==> src/logic/spn_defines.svh <==
`ifndef SPN_DEFINES_SVH
`define SPN_DEFINES_SVH

// bits per s-box lane.
`define SPN_LANE_W 6
// lanes per block.
`define SPN_LANES 4
// block and key width.
`define SPN_BLOCK_W 24
// rounds per encryption, 1 to 15.
`define SPN_ROUNDS 8
// round counter width.
`define SPN_RND_W 4
// bit i of the block moves to bit (stride * i) mod block width.
`define SPN_PERM_STRIDE 7

`endif

==> src/logic/spn_pkg.sv <==
`include "spn_defines.svh"

package spn_pkg;

  // one s-box word, also a tower-field element of three gf(4) digits.
  typedef logic [`SPN_LANE_W-1:0] lane_t;

  // block state, read flat by the permutation and per lane by the s-boxes.
  // lane 0 is the low six bits.
  typedef union packed {
    logic [`SPN_BLOCK_W-1:0] bits;
    lane_t [`SPN_LANES-1:0]  lanes;
  } block_t;

  typedef logic [`SPN_BLOCK_W-1:0] key_t;

  typedef logic [`SPN_RND_W-1:0] rnd_t;

endpackage

==> src/logic/gf4_tower_power.sv <==
`timescale 1ns/1ps

module gf4_tower_power (
  input  spn_pkg::lane_t a,
  output spn_pkg::lane_t b
);

  // per output digit, the constant applied to each of the 15 terms.
  localparam logic [1:0] COEF [3][15] = '{
    '{2'd1, 2'd1, 2'd2, 2'd3, 2'd1, 2'd2, 2'd3, 2'd1,
      2'd2, 2'd1, 2'd0, 2'd0, 2'd0, 2'd0, 2'd2},
    '{2'd0, 2'd2, 2'd3, 2'd0, 2'd3, 2'd0, 2'd0, 2'd2,
      2'd1, 2'd3, 2'd1, 2'd1, 2'd3, 2'd1, 2'd2},
    '{2'd0, 2'd3, 2'd3, 2'd3, 2'd0, 2'd1, 2'd2, 2'd0,
      2'd1, 2'd2, 2'd2, 2'd3, 2'd3, 2'd2, 2'd2}
  };

  logic [1:0] d [3];
  logic [1:0] sq [3];
  logic [1:0] term [15];
  logic [1:0] digit_out [3];

  function automatic logic [1:0] gf4_sq(input logic [1:0] x);
    return {x[1], x[0] ^ x[1]};
  endfunction

  function automatic logic [1:0] gf4_mul(input logic [1:0] x, input logic [1:0] y);
    logic t;
    t = x[1] & y[1];
    return {(x[0] & y[1]) ^ (x[1] & y[0]) ^ t, (x[0] & y[0]) ^ t};
  endfunction

  // x cubed is 1 for any nonzero x, so this just selects y.
  function automatic logic [1:0] gf4_cube_sel(input logic [1:0] x, input logic [1:0] y);
    logic t;
    t = x[0] | x[1];
    return {t & y[1], t & y[0]};
  endfunction

  function automatic logic [1:0] gf4_cmul(input logic [1:0] x, input logic [1:0] c);
    logic [1:0] r;
    case (c)
      2'd0:    r = 2'b00;
      2'd1:    r = x;
      2'd2:    r = {x[0] ^ x[1], x[1]};
      default: r = {x[0], x[0] ^ x[1]};
    endcase
    return r;
  endfunction

  always_comb begin
    for (int k = 0; k < 3; k++) begin
      d[k]  = a[2*k +: 2];
      sq[k] = gf4_sq(d[k]);
    end

    term[0] = sq[0];
    term[1] = sq[1];
    term[2] = sq[2];
    term[3] = gf4_cube_sel(d[1], sq[0]);
    term[4] = gf4_cube_sel(d[2], sq[0]);
    term[5] = gf4_cube_sel(d[0], sq[1]);
    term[6] = gf4_cube_sel(d[2], sq[1]);
    term[7] = gf4_cube_sel(d[0], sq[2]);
    term[8] = gf4_cube_sel(d[1], sq[2]);
    term[9] = gf4_mul(d[0], d[1]);
    term[10] = gf4_mul(d[0], d[2]);
    term[11] = gf4_mul(d[1], d[2]);
    // three-digit products, each digit against the other two squared.
    term[12] = gf4_mul(d[0], gf4_mul(sq[1], sq[2]));
    term[13] = gf4_mul(d[1], gf4_mul(sq[0], sq[2]));
    term[14] = gf4_mul(d[2], gf4_mul(sq[0], sq[1]));

    for (int k = 0; k < 3; k++) begin
      digit_out[k] = 2'b00;
      for (int j = 0; j < 15; j++) begin
        digit_out[k] = digit_out[k] ^ gf4_cmul(term[j], COEF[k][j]);
      end
    end
  end

  assign b = {digit_out[2], digit_out[1], digit_out[0]};

endmodule

==> src/logic/sms_sbox.sv <==
`timescale 1ns/1ps

`include "spn_defines.svh"

module sms_sbox (
  input  spn_pkg::lane_t x,
  output spn_pkg::lane_t y
);

  spn_pkg::lane_t z;
  spn_pkg::lane_t w;
  spn_pkg::lane_t p;
  logic           t;

  // polynomial basis into the tower field.
  assign z[0] = x[0] ^ x[2] ^ x[3] ^ x[4];
  assign z[1] = x[2] ^ x[3] ^ x[4];
  assign z[2] = x[2] ^ x[4] ^ x[5];
  assign z[3] = x[1] ^ x[2] ^ x[3] ^ x[4];
  assign z[4] = x[2] ^ x[3] ^ x[5];
  assign z[5] = x[2] ^ x[3];

  gf4_tower_power u_power (
    .a (z),
    .b (w)
  );

  // and back again.
  assign p[0] = w[0] ^ w[2] ^ w[4] ^ w[5];
  assign p[1] = w[0] ^ w[1] ^ w[2] ^ w[3] ^ w[4];
  assign p[2] = w[4] ^ w[5];
  assign p[3] = w[1];
  assign p[4] = w[3] ^ w[4];
  assign p[5] = w[2] ^ w[3] ^ w[4];

  // affine term taken from the input word.
  assign t = x[2] ^ x[4];
  assign y = p ^ {`SPN_LANE_W{t}};

endmodule

==> src/logic/round_datapath.sv <==
`timescale 1ns/1ps

`include "spn_defines.svh"

module round_datapath (
  input  logic             clk,
  input  logic             rst_n,
  input  logic             load,
  input  logic             step,
  input  logic             finish,
  input  spn_pkg::block_t  plaintext,
  input  spn_pkg::key_t    round_key,
  output spn_pkg::block_t  state
);

  spn_pkg::block_t                     mixed;
  spn_pkg::block_t                     subst;
  spn_pkg::block_t                     permuted;
  spn_pkg::lane_t [`SPN_LANES-1:0]     sbox_out;

  // key addition lane by lane.
  always_comb begin
    for (int g = 0; g < `SPN_LANES; g++) begin
      mixed.lanes[g] = state.lanes[g] ^ round_key[g*`SPN_LANE_W +: `SPN_LANE_W];
    end
  end

  for (genvar g = 0; g < `SPN_LANES; g++) begin : g_sbox
    sms_sbox u_sbox (
      .x (mixed.lanes[g]),
      .y (sbox_out[g])
    );
  end

  always_comb begin
    subst.lanes   = sbox_out;
    permuted.bits = '0;
    for (int i = 0; i < `SPN_BLOCK_W; i++) begin
      permuted.bits[(i * `SPN_PERM_STRIDE) % `SPN_BLOCK_W] = subst.bits[i];
    end
  end

  always_ff @(posedge clk) begin
    if (!rst_n) begin
      state <= '0;
    end else if (load) begin
      state <= plaintext;
    end else if (step) begin
      state <= permuted;
    end else if (finish) begin
      // whitening with the last round key.
      state <= mixed;
    end
  end

endmodule

==> src/logic/key_schedule.sv <==
`timescale 1ns/1ps

`include "spn_defines.svh"

module key_schedule (
  input  logic           clk,
  input  logic           rst_n,
  input  logic           load,
  input  logic           step,
  input  spn_pkg::key_t  key,
  input  spn_pkg::rnd_t  round_idx,
  output spn_pkg::key_t  round_key
);

  localparam int KEY_ROT = 7;

  spn_pkg::key_t  rotated;
  spn_pkg::key_t  next_key;
  spn_pkg::lane_t sbox_out;

  assign rotated = (round_key << KEY_ROT) | (round_key >> (`SPN_BLOCK_W - KEY_ROT));

  sms_sbox u_sbox (
    .x (rotated[`SPN_LANE_W-1:0]),
    .y (sbox_out)
  );

  // round index lands in the low bits of the top lane.
  assign next_key = {rotated[`SPN_BLOCK_W-1 -: `SPN_LANE_W] ^ spn_pkg::lane_t'(round_idx),
                     rotated[`SPN_BLOCK_W-`SPN_LANE_W-1:`SPN_LANE_W],
                     sbox_out};

  always_ff @(posedge clk) begin
    if (!rst_n) begin
      round_key <= '0;
    end else if (load) begin
      round_key <= key;
    end else if (step) begin
      round_key <= next_key;
    end
  end

endmodule

==> src/logic/cipher_ctrl.sv <==
`timescale 1ns/1ps

`include "spn_defines.svh"

module cipher_ctrl (
  input  logic           clk,
  input  logic           rst_n,
  input  logic           start,
  output logic           load,
  output logic           step,
  output logic           finish,
  output logic           busy,
  output logic           done,
  output spn_pkg::rnd_t  round_idx
);

  typedef enum logic [1:0] {ST_IDLE, ST_RUN, ST_FIN} state_t;

  state_t st;

  assign busy   = (st != ST_IDLE);
  assign load   = start && (st == ST_IDLE);
  assign step   = (st == ST_RUN);
  assign finish = (st == ST_FIN);

  always_ff @(posedge clk) begin
    if (!rst_n) begin
      st        <= ST_IDLE;
      round_idx <= '0;
      done      <= 1'b0;
    end else begin
      done <= 1'b0;
      case (st)
        ST_IDLE: begin
          round_idx <= '0;
          if (start) st <= ST_RUN;
        end
        ST_RUN: begin
          if (round_idx == spn_pkg::rnd_t'(`SPN_ROUNDS - 1)) begin
            st <= ST_FIN;
          end else begin
            round_idx <= round_idx + 1'b1;
          end
        end
        default: begin
          st   <= ST_IDLE;
          done <= 1'b1;
        end
      endcase
    end
  end

endmodule

==> src/logic/spn_cipher_top.sv <==
`timescale 1ns/1ps

module spn_cipher_top (
  input  logic             clk,
  input  logic             rst_n,
  input  logic             start,
  input  spn_pkg::block_t  plaintext,
  input  spn_pkg::key_t    key,
  output spn_pkg::block_t  ciphertext,
  output logic             busy,
  output logic             done
);

  logic          load;
  logic          step;
  logic          finish;
  spn_pkg::rnd_t round_idx;
  spn_pkg::key_t round_key;

  cipher_ctrl u_ctrl (
    .clk       (clk),
    .rst_n     (rst_n),
    .start     (start),
    .load      (load),
    .step      (step),
    .finish    (finish),
    .busy      (busy),
    .done      (done),
    .round_idx (round_idx)
  );

  round_datapath u_datapath (
    .clk       (clk),
    .rst_n     (rst_n),
    .load      (load),
    .step      (step),
    .finish    (finish),
    .plaintext (plaintext),
    .round_key (round_key),
    .state     (ciphertext)
  );

  key_schedule u_key_schedule (
    .clk       (clk),
    .rst_n     (rst_n),
    .load      (load),
    .step      (step),
    .key       (key),
    .round_idx (round_idx),
    .round_key (round_key)
  );

endmodule

==> config.mk <==
export PLATFORM = sky130hd
export DESIGN_NAME = spn_cipher_top
export DESIGN_NICKNAME = d
export VERILOG_FILES = /design/src/logic/spn_pkg.sv /design/src/logic/gf4_tower_power.sv /design/src/logic/sms_sbox.sv /design/src/logic/round_datapath.sv /design/src/logic/key_schedule.sv /design/src/logic/cipher_ctrl.sv /design/src/logic/spn_cipher_top.sv
export VERILOG_INCLUDE_DIRS = /design/src /design/src/logic
export SDC_FILE = /design/constraint.sdc
export NUM_CORES = 1
export LEC_CHECK = 0
export BUFFER_PORTS_ARGS = -buffer_cell sky130_fd_sc_hd__buf_2
export CORE_ASPECT_RATIO = 1.1
export CORE_MARGIN = 5
export CORE_UTILIZATION = 40
export CTS_BUF_LIST = sky130_fd_sc_hd__clkbuf_8
export DETAILED_ROUTE_END_ITERATION = 10
export GPL_TIMING_DRIVEN = 0
export PLACE_DENSITY = 0.63
export SYNTH_ARGS = -nofsm -noshare
export SYNTH_HDL_FRONTEND = slang
export SYNTH_HIERARCHICAL = 1
export SYNTH_SLANG_ARGS = --single-unit
export TNS_END_PERCENT = 30
==> constraint.sdc <==
create_clock -name clk -period 8.4 [get_ports clk]
set_input_delay 0.42 -clock clk [delete_from_list [all_inputs] [get_ports clk]]
set_output_delay 0.42 -clock clk [all_outputs]
set_load 0.03 [all_outputs]
Word-level counts from Yosys, hierarchy flattened

Index checks and enable logic that the tools add are counted.
W data, S select, Z words.

Word-level logic and storage cells: 768
Output and inout bits: 26
Input port bits: 51
Register bits after elaboration: 55

Equality and inequality tests: 6
Multiplexer cells: 11
Bitwise logic cells: 736
Add/subtract/negate cells: 1
Reductions and logical operators: 9

Operator list:

| kind                  | count |
|---|---|
| $xor A1 B1 Y1         | 330 |
| $xor A2 B2 Y2         | 155 |
| $and A1 B1 Y1         | 225 |
| $mux W24              | 5 |
| $xor A6 B6 Y6         | 9 |
| $or A24 B7 Y24        | 1 |
| $or A1 B1 Y1          | 15 |
| $pmux W4 S2           | 1 |
| $reduce_bool A2 Y1    | 3 |
| $xor A6 B4 Y6         | 1 |
| $add A4 B1 Y4 const B | 1 |
| $eq A4 B3 Y1 const B  | 1 |
| $mux W2               | 2 |
| $mux W4               | 1 |
| $ne A2 B2 Y1 const B  | 2 |
| $pmux W2 S2           | 1 |
| $reduce_and A2 Y1     | 2 |
| $reduce_bool A3 Y1    | 1 |
| $eq A2 B1 Y1 const B  | 1 |
| $eq A2 B2 Y1 const B  | 1 |
| $logic_not A2 Y1      | 1 |
| $ne A2 B1 Y1 const B  | 1 |
| $reduce_or A2 Y1      | 1 |
| $logic_and A1 B1 Y1   | 1 |
| $mux W1               | 1 |

Longest topological paths before layout

Depth in word-level cells: 22
Mapped depth: 20
Depth with buffers taken out: 16

Modules after synthesis

Netlist, hierarchy kept.

By module, submodules not included:

| module                                                     | cells an instance | times used | area an instance (µm²) |
|---|---|---|---|
| gf4_tower_power at u_datapath.g_sbox[1].u_sbox.u_power ... | 182               | 4          | 1370.1 |
| round_datapath                                             | 191               | 1          | 1875.5 |
| gf4_tower_power at u_datapath.g_sbox[0].u_sbox.u_power     | 171               | 1          | 1380.1 |
| key_schedule                                               | 112               | 1          | 1290.0 |
| sms_sbox                                                   | 20                | 5          | 247.7 |
| cipher_ctrl                                                | 38                | 1          | 335.3 |

Worst setup path after synthesis

Ideal clock, no wire load.

Path kind: reg-to-reg
Start point: register u_datapath/state[15] in the netlist's numbering
End point: register u_datapath/state[12] in the netlist's numbering
Setup time: 0.126 ns
Arrival time: 4.996 ns
Buffers on the path: 3
Required time: 8.274 ns
Setup slack: 3.278 ns
Stages on the path, launching flop included: 19
Cells stage by stage: dfxtp_1 -> xor2_1 -> xnor3_1 -> xnor2_1 -> buf_4 -> buf_2 -> inv_1 -> ha_1 -> clkbuf_1 -> or3_1 -> a21o_1 -> a32oi_1 -> xor2_1 -> xnor3_1 -> xnor2_1 -> xor3_2 -> xnor3_1 -> nor2b_1 -> o41ai_2

RTL lines:

| element                | RTL line             | source |
|---|---|---|
| from (decl)            | round_datapath.sv:13 | `output spn_pkg::block_t state` |
| from (signal assigned) | round_datapath.sv:47 | `state <= plaintext;` |
| from (signal assigned) | round_datapath.sv:49 | `state <= permuted;` |
| from (signal assigned) | round_datapath.sv:52 | `state <= mixed;` |

==> metrics.yaml <==
critical_path:
  cp_top_family: "XOR/XNOR gates"
  arrival_ns: 6.25
  critPathSlowestCell: "dfxtp_1"
  crit_buf_inv: 4
  end_kind: "flip-flop"
  crit_path_start: "u_key_schedule/round_key[21]$_SDFFE_PN0P_"
  r2r-end: "u_datapath/state[6]$_SDFFE_PN0P_"
  r2r_cells: 18
  cp_common_cell: "xnor3_1"
  crit_fanout: 10
  crit_required_ns: 8.61
  r2r_start: "u_key_schedule/round_key[21]$_SDFFE_PN0P_"
  cpPeakStageDelay_ns: 0.57
  ff2ff_setup_slack_ns: 2.37
  critPathKind: "reg -> reg"
  crit_chain: "xor2_1 > xnor3_1 > xnor2_1 > buf_4 > buf_2 > inv_1 > ha_1 > clkbuf_1 > nand2b_1 > o221ai_1 > a32oi_1 > xor2_1 > xnor3_1 > xnor2_1 > xor3_2 > xnor3_1 > nor2b_1 > o41ai_2"
  critPathLaunchType: "flip-flop"
synthesis:
  synth_cell_types: 74
  ys_warn_count: 6
  avgSynthCellArea_um2: 8.66
  syn_inst: 1340
  synth.ff_latch_count: 55
  synth_edf_count: 0
  synth_ff_type: "dfxtp_1"
  syn_area_mm2: 0.0116
  synth.net_count: 1422
  seq_area_frac_synth_pct: 9.49
  synth-async-reset-ratio_pct: 0
sta:
  drv_slew: 0
  max_freq_ghz: 0.166
  post-route-period-util_pct: 71.8
  layout_min_cycle_time_ns: 6.03
  tns_ns: 0
  tightest_slew_ns: 0.557
  slew_headroom_pct: 62.9
  finalHoldViolations: 0
  rsz0062_at_grt: "no"
  setup_viol: 0
  finClkSkew_ns: 0.00635
global_route:
  gr-total-overflow: 0
  grt_usage_pct: 19.4
  grt_pass1_wl_um: 51800
  grt_max_degree: 16
  grt_pass1_vias: 9640
  grt_antenna_before_repair: 0
clocking:
  clockBufferDepth: 2
  numCtsBuffers: 5
  cts_setup_buffers: 0
  postCtsHoldBufs: 0
  htreeDepth: 2
  cts_sinks: 55
  ctsRootBufferMaster: "clkbuf_8"
  path_clk_slew_ns: 0.10
  clk_latency_ns: 0.32
  cts_resized: 0
  cts_tree: "yes"
run_status:
  status: "finished, final reports clean"
floorplan:
  die_x_um: 172
  die_area_mm2: 0.0325
  initial_core_util_pct: 40.5
  die_h_um: 189
  row_count: 65
  fp.coreArea_mm2: 0.0286
  ioPinCount: 77
final_layout:
  fin_nets: 1504
  multi_input_area_mm2: 0.00960
  n_antenna_cell: 0
  area.growth.synth_to_final_pct: 8.07
  fillers: 2866
  drive_above_1_share_pct: 16.2
  seq_area_mm2: 0.00110
routing:
  via_per_inst: 5.58
  postRouteAntennaNets: 0
  totalWireLength_um: 32200
  drt_iter0_drc: 896
  drc_errors: 0
  via_count: 9999
  wl_per_cell_um: 18.0
  first_pass_iters: 6
run:
  drv_cap: 0
worst_hold_path:
  hold_path_end: "u_ctrl/st[0]$_SDFFE_PN0P_"
  min_path_type: "in -> reg"
  hp-start: "start"
  whs_path_depth: 2
placed_design:
  hpwl_um: 25700
  port_buffers: 75
  gp_congestion: 0.887
-- flip-flops by register name, summed over array words and instances (netlist names) --
register,flops
u_datapath/state,24
u_key_schedule/round_key,24
u_ctrl/round_idx,4
u_ctrl/st,2
u_ctrl/done,1
-- logic make-up after synthesis --
logic type	share of synthesized area [%]
and+or+nand+nor	17.5
xor gates and xnor gates	36.8
muxes	6.03
DFF	9.49
AOI/OAI and AO/OA	19.0
buffers and inverters	7.78
adders and majority gates	3.34
-- Yosys cell counts, drive strengths merged (29+ instances only) --
master	n	share of area, %
a21oi	41	1.8
buf	75	4.3
clkbuf	47	1.5
dfxtp	55	9.5
ha	31	3.3
inv	60	1.9
mux2	30	3.5
mux2i	29	2.5
nand2	93	3.1
nand2b	60	3.3
nand3	44	1.9
nor2	32	1.0
nor2b	35	1.9
o21ai	58	2.6
xnor2	212	16
xnor3	60	12
xor2	91	6.9
-- per-layer routing --
metal	global-route usage [%]	vias to the layer above	routed length, um
met5	0	-	0
met4	4.60	0	837
met3	1.70	47	1390
met2	32.1	262	15300
met1	27.2	4813	14700
li1	-	4877	-
-- through the flow --
stage          hold WS [ns]  worst slack, ns  cells  util [%]  area [um2]
6_report              0.342             2.37   1791      43.8       12500
5_1_grt               0.349             2.16   1791      43.8       12500
4_1_cts               0.333             2.49   1791      43.8       12500
3_5_place_dp          0.545             2.50   1783      43.4       12400
3_3_place_gp          0.534             2.60   1783      43.4       12400
2_1_floorplan         0.496             3.28   1340         -       11600
-- final cells by class --
cell class / count / area share [%]
Timing Repair Buffer: 75 / 2.99
Tap cell: 368 / 3.67
Clock inverter: 1 / 0.0299
Inverter: 60 / 1.80
Clock buffer: 7 / 0.769
Buffer: 122 / 5.40
Multi-Input combinational cell: 1103 / 76.6
Sequential cell: 55 / 8.78
-- how the worst max path moves through the flow --
| stage | to | depth (start not counted) | slack (ns) |
|---|---|---|---|
| 2_1_floorplan | u_datapath/state[12]$_SDFFE_PN0P_ | 18 | 3.28 |
| 3_3_place_gp | u_datapath/state[6]$_SDFFE_PN0P_ | 18 | 2.60 |
| 3_5_place_dp | u_datapath/state[6]$_SDFFE_PN0P_ | 18 | 2.50 |
| 4_1_cts | u_datapath/state[6]$_SDFFE_PN0P_ | 18 | 2.49 |
| 5_1_grt | u_datapath/state[6]$_SDFFE_PN0P_ | 18 | 2.16 |
| 6_report | u_datapath/state[6]$_SDFFE_PN0P_ | 18 | 2.37 |
-- cell usage in the layout, fill, tap and decap left out, drive strengths merged, types with 5 or more instances in the layout --
| cell | instances |
|---|---|
| clkbuf | 54 |
| inv | 61 |
| nand3 | 44 |
| and2 | 8 |
| mux2i | 29 |
| and4b | 24 |
| a32oi | 5 |
| o41ai | 25 |
| a31oi | 10 |
| or2 | 5 |
| a22oi | 21 |
| nor2b | 35 |
| nor2 | 32 |
| o21bai | 6 |
| xnor3 | 60 |
| nand3b | 21 |
| mux2 | 30 |
| dfxtp | 55 |
| o221ai | 8 |
| or3 | 5 |
| ha | 31 |
| nor3 | 7 |
| xor2 | 91 |
| a211oi | 25 |
| nand2b | 60 |
| o211ai | 5 |
| o22ai | 22 |
| buf | 150 |
| and3b | 5 |
| o21ai | 58 |
| xnor2 | 212 |
| xor3 | 10 |
| nand2 | 93 |
| a21o | 6 |
| o211a | 25 |
| a21oi | 41 |
-- worst reg2reg max path: stages (launching register included) --
cell	delay [ns]
dfxtp_1	0.57
xor2_1	0.28
xnor3_1	0.51
xnor2_1	0.36
buf_4	0.24
buf_2	0.24
inv_1	0.10
ha_1	0.39
clkbuf_1	0.45
nand2b_1	0.16
o221ai_1	0.30
a32oi_1	0.20
xor2_1	0.34
xnor3_1	0.47
xnor2_1	0.14
xor3_2	0.54
xnor3_1	0.41
nor2b_1	0.16
o41ai_2	0.07
Power is left out: the tool's default activity adds up to more than one toggle a clock period on the data nets, which glitch-free logic cannot reach.
